==> src/hw/id_pkg.sv <==
package id_pkg;

    localparam int DATA_W     = 32;
    localparam int REG_ADDR_W = 5;

    localparam logic [REG_ADDR_W-1:0] LINK_REG = 5'd31;  // jal / jalr default target

    // primary opcode field, inst[31:26]
    typedef enum logic [5:0] {
        OP_SPECIAL = 6'h00,
        OP_J       = 6'h02,
        OP_JAL     = 6'h03,
        OP_ADDI    = 6'h08,
        OP_ADDIU   = 6'h09,
        OP_SLTI    = 6'h0a,
        OP_SLTIU   = 6'h0b,
        OP_ANDI    = 6'h0c,
        OP_ORI     = 6'h0d,
        OP_XORI    = 6'h0e,
        OP_LUI     = 6'h0f
    } opcode_e;

    // function field of special ops, inst[5:0]
    typedef enum logic [5:0] {
        FN_SLL  = 6'h00,
        FN_SRL  = 6'h02,
        FN_SRA  = 6'h03,
        FN_SLLV = 6'h04,
        FN_SRLV = 6'h06,
        FN_SRAV = 6'h07,
        FN_JR   = 6'h08,
        FN_JALR = 6'h09,
        FN_ADD  = 6'h20,
        FN_ADDU = 6'h21,
        FN_SUB  = 6'h22,
        FN_SUBU = 6'h23,
        FN_AND  = 6'h24,
        FN_OR   = 6'h25,
        FN_XOR  = 6'h26,
        FN_NOR  = 6'h27,
        FN_SLT  = 6'h2a,
        FN_SLTU = 6'h2b
    } funct_e;

    typedef enum logic [4:0] {
        ALU_NOP, ALU_AND, ALU_OR, ALU_XOR, ALU_NOR,
        ALU_SLL, ALU_SRL, ALU_SRA, ALU_SLT, ALU_SLTU,
        ALU_ADD, ALU_ADDU, ALU_SUB, ALU_SUBU, ALU_JR, ALU_JALR
    } alu_op_e;

    typedef enum logic [2:0] {
        SEL_NOP, SEL_LOGIC, SEL_SHIFT, SEL_ARITH, SEL_JUMP
    } alu_sel_e;

    typedef enum logic [1:0] {
        JMP_NONE,
        JMP_DIRECT,    // target from the instr_index field
        JMP_REGISTER   // target from rs
    } jump_kind_e;

endpackage

==> src/hw/id_bus_if.sv <==
`timescale 1ns/1ps

interface id_bus_if;
    import id_pkg::*;

    logic                  valid;
    logic                  invalid;      // unknown encoding
    alu_op_e               aluop;
    alu_sel_e              alusel;
    logic [REG_ADDR_W-1:0] raddr1;
    logic [REG_ADDR_W-1:0] raddr2;
    logic                  re1;
    logic                  re2;
    logic [DATA_W-1:0]     imm;          // stands in for a disabled read
    logic [REG_ADDR_W-1:0] waddr;
    logic                  we;
    jump_kind_e            jump_kind;
    logic [DATA_W-1:0]     direct_target;
    logic [DATA_W-1:0]     return_addr;

    modport src (
        output valid, invalid, aluop, alusel, raddr1, raddr2, re1, re2,
        output imm, waddr, we, jump_kind, direct_target, return_addr
    );

    modport snk (
        input valid, invalid, aluop, alusel, raddr1, raddr2, re1, re2,
        input imm, waddr, we, jump_kind, direct_target, return_addr
    );

endinterface

==> src/hw/decode_reg.sv <==
`timescale 1ns/1ps

module decode_reg (
    input  logic  clk,
    input  logic  rst_i,
    id_bus_if.snk in_i,
    id_bus_if.src out_o
);

    always_ff @(posedge clk) begin
        if (rst_i) begin
            out_o.valid <= 1'b0;
        end else begin
            out_o.valid <= in_i.valid;
        end
    end

    // payload lines up with the regfile read issued this cycle
    always_ff @(posedge clk) begin
        out_o.invalid       <= in_i.invalid;
        out_o.aluop         <= in_i.aluop;
        out_o.alusel        <= in_i.alusel;
        out_o.raddr1        <= in_i.raddr1;
        out_o.raddr2        <= in_i.raddr2;
        out_o.re1           <= in_i.re1;
        out_o.re2           <= in_i.re2;
        out_o.imm           <= in_i.imm;
        out_o.waddr         <= in_i.waddr;
        out_o.we            <= in_i.we;
        out_o.jump_kind     <= in_i.jump_kind;
        out_o.direct_target <= in_i.direct_target;
        out_o.return_addr   <= in_i.return_addr;
    end

    // the resolver gates every control output on valid
    a_valid_known: assert property (
        @(posedge clk) disable iff (rst_i) !$isunknown(out_o.valid)
    ) else $error("buffered valid is unknown");

endmodule

==> src/hw/id_stage_top.sv <==
`timescale 1ns/1ps

module id_stage_top #(
    parameter int PC_STEP = 1  // 1 word addressing, 4 byte addressing
) (
    input  logic                          clk,
    input  logic                          rst_i,
    input  logic                          inst_valid_i,
    input  logic [31:0]                   inst_i,
    input  logic [id_pkg::DATA_W-1:0]     pc_i,
    output logic [id_pkg::REG_ADDR_W-1:0] raddr1_o,
    output logic [id_pkg::REG_ADDR_W-1:0] raddr2_o,
    input  logic [id_pkg::DATA_W-1:0]     rdata1_i,
    input  logic [id_pkg::DATA_W-1:0]     rdata2_i,
    input  logic                          ex_we_i,
    input  logic [id_pkg::REG_ADDR_W-1:0] ex_waddr_i,
    input  logic [id_pkg::DATA_W-1:0]     ex_wdata_i,
    input  logic                          mem_we_i,
    input  logic [id_pkg::REG_ADDR_W-1:0] mem_waddr_i,
    input  logic [id_pkg::DATA_W-1:0]     mem_wdata_i,
    output logic                          valid_o,
    output logic                          inst_invalid_o,
    output id_pkg::alu_op_e               aluop_o,
    output id_pkg::alu_sel_e              alusel_o,
    output logic [id_pkg::DATA_W-1:0]     operand1_o,
    output logic [id_pkg::DATA_W-1:0]     operand2_o,
    output logic [id_pkg::REG_ADDR_W-1:0] waddr_o,
    output logic                          we_o,
    output logic                          branch_flag_o,
    output logic [id_pkg::DATA_W-1:0]     branch_target_o,
    output logic [id_pkg::DATA_W-1:0]     return_addr_o
);

    id_bus_if dec_bus ();
    id_bus_if buf_bus ();

    assign raddr1_o = dec_bus.raddr1;  // regfile answers next cycle
    assign raddr2_o = dec_bus.raddr2;

    inst_decoder #(
        .PC_STEP (PC_STEP)
    ) u_decoder (
        .inst_valid_i (inst_valid_i),
        .inst_i       (inst_i),
        .pc_i         (pc_i),
        .dec_o        (dec_bus)
    );

    decode_reg u_decode_reg (
        .clk   (clk),
        .rst_i (rst_i),
        .in_i  (dec_bus),
        .out_o (buf_bus)
    );

    operand_resolver u_resolver (
        .clk             (clk),
        .rst_i           (rst_i),
        .item_i          (buf_bus),
        .rdata1_i        (rdata1_i),
        .rdata2_i        (rdata2_i),
        .ex_we_i         (ex_we_i),
        .ex_waddr_i      (ex_waddr_i),
        .ex_wdata_i      (ex_wdata_i),
        .mem_we_i        (mem_we_i),
        .mem_waddr_i     (mem_waddr_i),
        .mem_wdata_i     (mem_wdata_i),
        .valid_o         (valid_o),
        .inst_invalid_o  (inst_invalid_o),
        .aluop_o         (aluop_o),
        .alusel_o        (alusel_o),
        .operand1_o      (operand1_o),
        .operand2_o      (operand2_o),
        .waddr_o         (waddr_o),
        .we_o            (we_o),
        .branch_flag_o   (branch_flag_o),
        .branch_target_o (branch_target_o),
        .return_addr_o   (return_addr_o)
    );

endmodule

==> src/hw/inst_decoder.sv <==
`timescale 1ns/1ps

module inst_decoder #(
    parameter int PC_STEP = 1
) (
    input  logic                      inst_valid_i,
    input  logic [31:0]               inst_i,
    input  logic [id_pkg::DATA_W-1:0] pc_i,
    id_bus_if.src                     dec_o
);
    import id_pkg::*;

    logic [5:0]            op;
    logic [4:0]            rs, rt, rd, sa;
    logic [5:0]            funct;
    logic [15:0]           imm16;
    logic [25:0]           instr_index;
    logic [DATA_W-1:0]     pc_next;

    alu_op_e               fn_op, i_op, aluop;
    alu_sel_e              alusel;
    logic                  re1, re2, we, known;
    logic [REG_ADDR_W-1:0] waddr;
    logic [DATA_W-1:0]     imm;
    jump_kind_e            jump_kind;

    assign op          = inst_i[31:26];
    assign rs          = inst_i[25:21];
    assign rt          = inst_i[20:16];
    assign rd          = inst_i[15:11];
    assign sa          = inst_i[10:6];
    assign funct       = inst_i[5:0];
    assign imm16       = inst_i[15:0];
    assign instr_index = inst_i[25:0];
    assign pc_next     = pc_i + DATA_W'(PC_STEP);

    always_comb begin
        case (funct)
            FN_SLL, FN_SLLV: fn_op = ALU_SLL;
            FN_SRL, FN_SRLV: fn_op = ALU_SRL;
            FN_SRA, FN_SRAV: fn_op = ALU_SRA;
            FN_AND:          fn_op = ALU_AND;
            FN_OR:           fn_op = ALU_OR;
            FN_XOR:          fn_op = ALU_XOR;
            FN_NOR:          fn_op = ALU_NOR;
            FN_ADD:          fn_op = ALU_ADD;
            FN_ADDU:         fn_op = ALU_ADDU;
            FN_SUB:          fn_op = ALU_SUB;
            FN_SUBU:         fn_op = ALU_SUBU;
            FN_SLT:          fn_op = ALU_SLT;
            FN_SLTU:         fn_op = ALU_SLTU;
            FN_JR:           fn_op = ALU_JR;
            FN_JALR:         fn_op = ALU_JALR;
            default:         fn_op = ALU_NOP;
        endcase
    end

    always_comb begin
        case (op)
            OP_ANDI:  i_op = ALU_AND;
            OP_ORI:   i_op = ALU_OR;
            OP_XORI:  i_op = ALU_XOR;
            OP_ADDI:  i_op = ALU_ADD;
            OP_ADDIU: i_op = ALU_ADDU;
            OP_SLTI:  i_op = ALU_SLT;
            OP_SLTIU: i_op = ALU_SLTU;
            default:  i_op = ALU_NOP;
        endcase
    end

    always_comb begin
        aluop     = ALU_NOP;
        alusel    = SEL_NOP;
        re1       = 1'b0;
        re2       = 1'b0;
        we        = 1'b0;
        known     = 1'b0;
        imm       = '0;
        waddr     = rt;  // i-type default
        jump_kind = JMP_NONE;
        case (op)
            OP_SPECIAL: begin
                aluop = fn_op;
                waddr = rd;
                we    = 1'b1;
                re1   = 1'b1;
                re2   = 1'b1;
                known = (sa == '0);
                case (funct)
                    FN_SLL, FN_SRL, FN_SRA: begin
                        re1    = 1'b0;
                        imm    = DATA_W'(sa);  // shift amount as operand 1
                        known  = (rs == '0);
                        alusel = SEL_SHIFT;
                    end
                    FN_SLLV, FN_SRLV, FN_SRAV: alusel = SEL_SHIFT;
                    FN_AND, FN_OR, FN_XOR, FN_NOR: alusel = SEL_LOGIC;
                    FN_ADD, FN_ADDU, FN_SUB, FN_SUBU, FN_SLT, FN_SLTU: alusel = SEL_ARITH;
                    FN_JR, FN_JALR: begin
                        re2       = 1'b0;
                        we        = (funct == FN_JALR);
                        waddr     = (rd != '0) ? rd : LINK_REG;
                        alusel    = SEL_JUMP;
                        jump_kind = JMP_REGISTER;
                    end
                    default: known = 1'b0;
                endcase
            end
            OP_ANDI, OP_ORI, OP_XORI: begin
                known  = 1'b1;
                we     = 1'b1;
                re1    = 1'b1;
                imm    = {16'h0000, imm16};  // zero extend
                aluop  = i_op;
                alusel = SEL_LOGIC;
            end
            OP_ADDI, OP_ADDIU, OP_SLTI, OP_SLTIU: begin
                known  = 1'b1;
                we     = 1'b1;
                re1    = 1'b1;
                imm    = {{16{imm16[15]}}, imm16};  // sign extend
                aluop  = i_op;
                alusel = SEL_ARITH;
            end
            OP_LUI: begin
                known  = 1'b1;
                we     = 1'b1;
                imm    = {imm16, 16'h0000};
                aluop  = ALU_OR;
                alusel = SEL_LOGIC;
            end
            OP_J, OP_JAL: begin
                known     = 1'b1;
                we        = (op == OP_JAL);
                waddr     = LINK_REG;
                aluop     = (op == OP_JAL) ? ALU_JALR : ALU_JR;
                alusel    = SEL_JUMP;
                jump_kind = JMP_DIRECT;
            end
            default: ;
        endcase
        if (!known) begin  // unknown encodings collapse to a plain nop
            aluop     = ALU_NOP;
            alusel    = SEL_NOP;
            re1       = 1'b0;
            re2       = 1'b0;
            we        = 1'b0;
            imm       = '0;
            waddr     = '0;
            jump_kind = JMP_NONE;
        end
    end

    assign dec_o.valid     = inst_valid_i;
    assign dec_o.invalid   = ~known;
    assign dec_o.aluop     = aluop;
    assign dec_o.alusel    = alusel;
    assign dec_o.re1       = re1;
    assign dec_o.re2       = re2;
    assign dec_o.raddr1    = re1 ? rs : '0;  // port 1 always reads rs
    assign dec_o.raddr2    = re2 ? rt : '0;  // port 2 always reads rt
    assign dec_o.imm       = imm;
    assign dec_o.waddr     = waddr;
    assign dec_o.we        = we;
    assign dec_o.jump_kind = jump_kind;
    assign dec_o.direct_target = (PC_STEP == 4) ? {pc_next[31:28], instr_index, 2'b00}
                                                : {6'b000000, instr_index};
    assign dec_o.return_addr   = (aluop == ALU_JALR) ? pc_next : '0;

endmodule

==> src/hw/operand_resolver.sv <==
`timescale 1ns/1ps

module operand_resolver (
    input  logic                          clk,
    input  logic                          rst_i,
    id_bus_if.snk                         item_i,
    input  logic [id_pkg::DATA_W-1:0]     rdata1_i,
    input  logic [id_pkg::DATA_W-1:0]     rdata2_i,
    input  logic                          ex_we_i,
    input  logic [id_pkg::REG_ADDR_W-1:0] ex_waddr_i,
    input  logic [id_pkg::DATA_W-1:0]     ex_wdata_i,
    input  logic                          mem_we_i,
    input  logic [id_pkg::REG_ADDR_W-1:0] mem_waddr_i,
    input  logic [id_pkg::DATA_W-1:0]     mem_wdata_i,
    output logic                          valid_o,
    output logic                          inst_invalid_o,
    output id_pkg::alu_op_e               aluop_o,
    output id_pkg::alu_sel_e              alusel_o,
    output logic [id_pkg::DATA_W-1:0]     operand1_o,
    output logic [id_pkg::DATA_W-1:0]     operand2_o,
    output logic [id_pkg::REG_ADDR_W-1:0] waddr_o,
    output logic                          we_o,
    output logic                          branch_flag_o,
    output logic [id_pkg::DATA_W-1:0]     branch_target_o,
    output logic [id_pkg::DATA_W-1:0]     return_addr_o
);
    import id_pkg::*;

    logic [DATA_W-1:0] op1, op2;
    logic [DATA_W-1:0] target;

    // priority is execute, then memory, then regfile data
    function automatic logic [DATA_W-1:0] pick_operand(
        input logic                  re,
        input logic [REG_ADDR_W-1:0] addr,
        input logic [DATA_W-1:0]     rdata,
        input logic [DATA_W-1:0]     imm
    );
        logic [DATA_W-1:0] res;
        if (!re) begin
            res = imm;
        end else if (addr == '0) begin
            res = '0;  // r0 never forwarded
        end else if (ex_we_i && ex_waddr_i == addr) begin
            res = ex_wdata_i;
        end else if (mem_we_i && mem_waddr_i == addr) begin
            res = mem_wdata_i;
        end else begin
            res = rdata;
        end
        return res;
    endfunction

    assign op1 = pick_operand(item_i.re1, item_i.raddr1, rdata1_i, item_i.imm);
    assign op2 = pick_operand(item_i.re2, item_i.raddr2, rdata2_i, item_i.imm);

    assign target = (item_i.jump_kind == JMP_DIRECT) ? item_i.direct_target : op1;

    always_ff @(posedge clk) begin
        if (rst_i) begin
            valid_o        <= 1'b0;
            we_o           <= 1'b0;
            branch_flag_o  <= 1'b0;
            inst_invalid_o <= 1'b0;
        end else begin
            valid_o        <= item_i.valid;
            we_o           <= item_i.valid && item_i.we;
            branch_flag_o  <= item_i.valid && item_i.jump_kind != JMP_NONE;
            inst_invalid_o <= item_i.valid && item_i.invalid;
        end
    end

    always_ff @(posedge clk) begin
        aluop_o         <= item_i.aluop;
        alusel_o        <= item_i.alusel;
        operand1_o      <= op1;
        operand2_o      <= op2;
        waddr_o         <= item_i.waddr;
        branch_target_o <= target;
        return_addr_o   <= item_i.return_addr;
    end

    // an invalid item must arrive with its jump and write stripped
    a_branch_valid: assert property (
        @(posedge clk) disable iff (rst_i) branch_flag_o |-> valid_o && !inst_invalid_o
    ) else $error("branch flag without a valid, known item");

    a_write_known: assert property (
        @(posedge clk) disable iff (rst_i) we_o |-> !inst_invalid_o
    ) else $error("write enable on an invalid item");

endmodule

==> config.mk <==
export PLATFORM = sky130hd
export DESIGN_NAME = id_stage_top
export DESIGN_NICKNAME = d
export VERILOG_FILES = /design/src/hw/id_pkg.sv /design/src/hw/id_bus_if.sv /design/src/hw/decode_reg.sv /design/src/hw/id_stage_top.sv /design/src/hw/inst_decoder.sv /design/src/hw/operand_resolver.sv
export SDC_FILE = /design/constraint.sdc
export NUM_CORES = 1
export LEC_CHECK = 0
export BUFFER_PORTS_ARGS = -buffer_cell sky130_fd_sc_hd__buf_2
export CORE_ASPECT_RATIO = 1.75
export CORE_MARGIN = 3
export CORE_UTILIZATION = 54
export DETAILED_ROUTE_END_ITERATION = 8
export GPL_TIMING_DRIVEN = 0
export PLACE_DENSITY = 0.85
export SETUP_SLACK_MARGIN = 0.05
export SYNTH_ARGS = -nofsm -noshare
export SYNTH_HDL_FRONTEND = slang
export SYNTH_SLANG_ARGS = --single-unit
==> constraint.sdc <==
create_clock -name clk -period 5.25 [get_ports clk]
set_input_delay 1.05 -clock clk [delete_from_list [all_inputs] [get_ports clk]]
set_output_delay 1.05 -clock clk [all_outputs]
set_load 0.01 [all_outputs]
---- After elaboration in Yosys (flattened, before gate mapping) ----
Memory sizes are Yosys's and may differ from the RTL's.
Index checks and enable logic that the tools add are counted.
word-level totals
  word-level logic and storage cells ...... 124
  bits of input ports ..................... 207
  bits in read-only memories .............. 256
  register bits after elaboration ......... 265
  memories ................................ 1
  output and inout port bits .............. 155
memory list
  name              depth  width  read ports  clocked after memory_dff  write ports  line                source
  (name not given)  64     4      1           0                         0            inst_decoder.sv:38  case (funct)
cells by class
  bitwise operators ....................... 1
  add/sub/neg operators ................... 1
  reductions and logical operators ........ 28
  equality and inequality tests ........... 33
  multiplexer cells ....................... 34
operators with widths
  cell                                            count
  2-to-1 mux 32 bit                               8
  one-hot mux 32 bit (4 select lines)             1
  == test 6 x 4 -> 1 bit (second input constant)  10
  == test 6 bit (second input constant)           10
  adder 32 x 1 -> 32 bit (second input constant)  1
  2-to-1 mux 5 bit                                6
  one-hot mux 4 bit (7 select lines)              1
  2-to-1 mux 26 bit                               1
  == test 6 x 2 -> 1 bit (second input constant)  4
  one-hot mux 3 bit (4 select lines)              2
  == test 5 bit                                   4
  zero test 5 bit                                 4
  one-hot mux 5 bit (4 select lines)              1
  == test 6 x 3 -> 1 bit (second input constant)  3
  OR reduction 15 bit                             1
  zero test 6 bit                                 2
  OR reduction 4 bit                              3
  OR reduction 6 bit                              2
  one-hot mux 5 bit (2 select lines)              1
  OR reduction 10 bit                             1
  OR reduction 8 bit                              1
  logical AND 1 bit                               7
  2-to-1 mux 1 bit                                7
  OR reduction 7 bit                              1
  11 further kinds                                15

---- Depth between registers and ports, before layout ----
  depth in word-level cells ............... 7
  mapped depth ............................ 9

---- Hierarchy ----
Synthesis repeated with hierarchy kept, for this count alone.
unflattened totals
  cells, all modules ...................... 1084
  area total of the unflattened synthesis .. 10877.9 sq um
by module, submodules not included
  module            instances  area an instance (sq um)  seq. area each (sq um)  cells each
  operand_resolver  1          6128.4                    2902.8                  620
  decode_reg        1          2536.2                    2522.4                  127
  inst_decoder      1          2213.4                    0.0                     337

---- Worst setup path before layout ----
No wires, ideal clock.
  kind .................................... input -> output
  from .................................... in inst_i[1]
  to ...................................... out raddr2_o[1] (netlist name)
  arrival ................................. 2.735 ns
  buffers on the path ..................... 1
  stages .................................. 8
  data required time ...................... 4.200 ns
  path slack .............................. 1.465 ns
  cells stage by stage .................... inv_1 > ha_1 > nor3_1 > or3_1 > a31oi_1 > o21ai_1 > clkbuf_1 > nor3b_1
between the ends
  word-level cells in the longest chain between the ends .. 6
  elaborated cells on any way between the ends .. 27
  classes of those cells .................. 17 x eq/ne; 6 x mux; 4 x reduce/logical
RTL lines
  what                                                                    line                 source
  start: declaration                                                      id_stage_top.sv:9    input logic [31:0] inst_i,
  == test 6 x 3 -> 1 bit, or another cell as far along                    inst_decoder.sv:89   case (funct)
  OR reduction 15 bit (no source line), or another cell as far along      --
  one-hot mux 1 bit (2 select lines) or 2-to-1 mux 1 bit (tied branches)  inst_decoder.sv:89
  one-hot mux 1 bit (2 select lines) or 2-to-1 mux 1 bit (tied branches)  inst_decoder.sv:81   case (op)
  2-to-1 mux 1 bit *                                                      inst_decoder.sv:142  if (!known) begin
  2-to-1 mux 5 bit *                                                      inst_decoder.sv:161  assign dec_o.raddr2 = re2 ? rt : '0;
  end: declaration                                                        id_stage_top.sv:12   output logic [id_pkg::REG_ADDR_W-1:0] raddr2_o,
Every way passes the cells marked *; elsewhere a longest branch is shown, timed or not.

---- Worst setup path in the final report ----
  from .................................... in inst_i[1]
  to ...................................... out raddr2_o[2] (netlist name)
The elaborated chain is that of the path after synthesis.

==> flow_metrics.py <==
metrics = {
    "run_status": {
        "status": "completed",
    },
    "grt": {
        "antenna_found_initial": 3,
        "grt_max_degree": 19,
        "gr-total-overflow": 0,
        "grt_pass1_wl_mm": 57.0,
        "grt_pass1_vias": 10300,
        "grtUsageTotal": 0.345,
    },
    "synth": {
        "syn_inst": 1080,
        "syn_nets": 1293,
        "avgSynthCellArea_um2": 9.62,
        "ys_seq_area_frac": 0.507,
        "synth_area_leader_cell": "dfxtp_1",
        "ys.flop_type": "dfxtp_1",
        "synthTopCellsByArea": "dfxtp_1 51%, a211oi_1 4.7%, o31ai_1 4.3%, and3_1 4.3%, nor2_1 4.0%",
        "syn_area_um2": 10400,
        "synth_commonest_cells": "263 x dfxtp_1, 110 x nor2_1, 71 x and3_1, 65 x a211oi_1, 60 x o31ai_1",
        "synthArstFlopShare": 0,
        "synth_cell_type_count": 60,
        "yosysWarnings": 0,
        "netlist.area_leader.share": 0.507,
        "synth_most_common_cell": "dfxtp_1",
        "ys_seq_elements": 263,
        "synth-edff-count": 0,
    },
    "cts": {
        "cts_buffers": 24,
        "clk_path_buf_depth": 3,
        "cts_tree": "built",
        "clk_latency_ns": 0.53,
        "root_buffer": "clkbuf_16",
        "cts_resized": 0,
        "post_cts_buffers": 0,
        "cts.sinks": 263,
        "cts.reportedPaths.clkPinSlew_ns": 0.07,
        "cts_hold_buf": 0,
        "ctsHtreeMaxLevel": 1,
    },
    "floorplan": {
        "start_util": 0.554,
        "fp.dieW_um": 111,
        "top_level_ports": 362,
        "die_h_um": 189,
        "coreArea_um2": 18700,
        "dieArea_um2": 21000,
        "rows": 66,
    },
    "pwr": {
        "powerDensity_nw_per_um2": 314,
        "leakagePower_uw": 0.00616,
        "internal-power_uw": 3160,
        "peakVddDrop_mv": 0.292,
        "seqPwrFrac": 0.492,
        "swShare": 0.243,
        "p_switching_uw": 1020,
        "comb_power_share": 0.086,
        "p_clk_frac": 0.422,
    },
    "worst_setup_path": {
        "startpoint_type": "input port",
        "required_ns": 4.20,
        "r2r_end": "u_resolver.operand2_o[11]$_DFF_P_",
        "arrival_ns": 3.55,
        "ff2ff_path_depth": 6,
        "critical_path_class": "in -> out",
        "end_kind": "output pin",
        "reg2reg_from": "u_decode_reg.out_o.raddr2[2]$_DFF_P_",
        "crit_fanout": 10,
        "reg2reg_slack_ns": 2.21,
    },
    "place": {
        "place_ws_ns": 0.742,
        "place.gp.congestion": 1.01,
        "port_buffers": 359,
        "dp.final_hpwl_mm": 29.7,
    },
    "hold_path": {
        "hold_depth": 0,
        "hold_path_class": "reg -> reg",
        "min_from": "u_decode_reg.out_o.return_addr[2]$_SDFF_PP0_",
        "min_to": "u_resolver.return_addr_o[2]$_DFF_P_",
    },
    "timing": {
        "fin_crit_sh": 0.877,
        "setup_tns_ns": 0,
        "layout_min_cycle_time_ns": 4.60,
        "fin_skew_ns": 0.0253,
        "rsz0062_at_grt": "false",
        "setup_violations": 0,
        "max_clock_freq_ghz": 0.217,
        "finalHoldViolations": 0,
        "worstMarginPinSlew_ns": 1.26,
        "drv_slew": 0,
        "finalWorstSetupSlack_ns": 0.648,
        "slew_headroom": 0.149,
    },
    "drt": {
        "wirelength_mm": 38.1,
        "viasPerCell": 5.93,
        "ant_nets": 0,
        "first_iter_violations": 923,
        "drtPass1Iterations": 7,
        "wl_per_cell_um": 22.1,
        "drc_errors": 0,
        "vias": 10200,
    },
    "flow_run": {
        "maxCapViolCount": 0,
    },
    "cells_and_area": {
        "drive_above_1_share": 0.307,
        "area_growth_pct": 28.0,
        "layout.nets": 1678,
    },
}
==> flip-flops by register name, indices dropped and copies added, names as in the netlist, 2 cells and up <==
name,cells
u_decode_reg.out_o.imm,32
u_decode_reg.out_o.return_addr,32
u_resolver.branch_target_o,32
u_resolver.operand1_o,32
u_resolver.operand2_o,32
u_resolver.return_addr_o,32
u_decode_reg.out_o.direct_target,26
u_decode_reg.out_o.raddr1,5
u_decode_reg.out_o.raddr2,5
u_decode_reg.out_o.waddr,5
u_resolver.waddr_o,5
u_decode_reg.out_o.aluop,4
u_resolver.aluop_o,4
u_decode_reg.out_o.alusel,3
u_resolver.alusel_o,3
u_decode_reg.out_o.jump_kind,2
==> stage by stage <==
step	cell area [um2]	power, uW	utilization	hold WS (ns)	std cells
2_1_floorplan	10400	2250	-	0.310	1080
3_3_place_gp	12500	2440	0.666	0.310	1677
3_5_place_dp	12500	2450	0.666	0.312	1677
4_1_cts	13300	4180	0.709	0.316	1721
5_1_grt	13300	4290	0.709	0.316	1724
6_report	13300	4180	0.709	0.320	1724
==> power groups by stage <==
stage | registers [uW] | logic (uW) | clock network (uW)
after floorplan | 2110 | 143 | 0
after global placement | 2100 | 344 | 0
after detailed placement | 2100 | 347 | 0
after CTS | 2060 | 350 | 1770
after global routing | 2060 | 381 | 1850
final | 2060 | 358 | 1760
==> cell families (layout without fill, tap and decap cells) <==
kind of cell	Yosys count	after routing	synth area share
AND/OR/NAND/NOR	378	378	0.207
flip-flops	263	263	0.507
AO/OA/AOI/OAI	253	253	0.184
buffers and inverters	126	529	0.0501
XOR/XNOR	51	51	0.0430
adder cells (fa/ha/maj)	6	6	0.00723
multiplexers	2	2	0.00193
other	1	4	0.000361
==> routing by layer <==
| layer | routed length, um | vias to the layer above | track usage |
|---|---|---|---|
| met5 | 0 | - | 0 |
| met4 | 2820 | 0 | 0.219 |
| met3 | 3450 | 181 | 0.0847 |
| met2 | 19400 | 665 | 0.630 |
| met1 | 12500 | 4726 | 0.346 |
| li1 | - | 4648 | - |
==> critical path, stage by stage <==
cell and delay (ns):
buf_2 0.22, inv_1 0.14, ha_1 0.26, nor3_1 0.33, or3_1 0.23, a31oi_1 0.13
o21ai_1 0.33, clkbuf_1 0.48, nor3b_1 0.16, buf_2 0.22
==> layout by cell type, fill, tap and decap left out, types with 3 or more instances in the layout <==
cell / netlist / layout
o21ai_0: 5 / 5
buf_6: 4 / 4
clkbuf_1: 58 / 60
xnor2_1: 16 / 16
a22oi_1: 5 / 5
nand2b_1: 38 / 38
inv_1: 48 / 48
o31ai_1: 60 / 60
or3_1: 4 / 4
or4_1: 3 / 3
a21o_1: 15 / 15
buf_1: 7 / 7
nor2b_1: 9 / 9
o221a_2: 4 / 4
o21a_1: 3 / 3
nand4_1: 16 / 16
clkinv_2: 0 / 4
nor3_1: 16 / 16
dfxtp_1: 263 / 263
nor2_1: 110 / 110
nand3_1: 10 / 10
clkinvlp_4: 0 / 4
and2_1: 23 / 23
inv_6: 0 / 3
nor4_1: 9 / 9
diode_2: 0 / 3
a21oi_1: 35 / 35
ha_1: 6 / 6
nor3b_1: 6 / 6
nand2_1: 22 / 22
clkbuf_8: 0 / 3
and4_1: 3 / 3
a211oi_1: 65 / 65
xor2_1: 35 / 35
clkbuf_16: 0 / 25
a211o_1: 3 / 3
nor3_2: 31 / 31
buf_2: 6 / 365
and3_1: 71 / 71
o32ai_1: 38 / 38
==> cell type report <==
cell class                 instances  area (um2)
inverter                          49         186
timing repair buffer             359        1800
buffer                            77         334
antenna                            3        7.51
tap                              238         298
sequential                       263        5270
fill                            1500        5450
clock inverter                    14         131
clock buffer                      30         674
multi-input combinational        691        4600
==> worst max path at each step <==
| stage | from | endpoint | cells past startpoint |
|---|---|---|---|
| floorplan | inst_i[1] | raddr2_o[1] | 8 |
| global placement | inst_i[1] | raddr2_o[2] | 10 |
| detailed placement | inst_i[1] | raddr2_o[2] | 10 |
| CTS | inst_i[1] | raddr2_o[2] | 10 |
| global route | inst_i[1] | raddr2_o[2] | 10 |
| finish | inst_i[1] | raddr2_o[2] | 10 |
(Power assumes the default switching activity.)
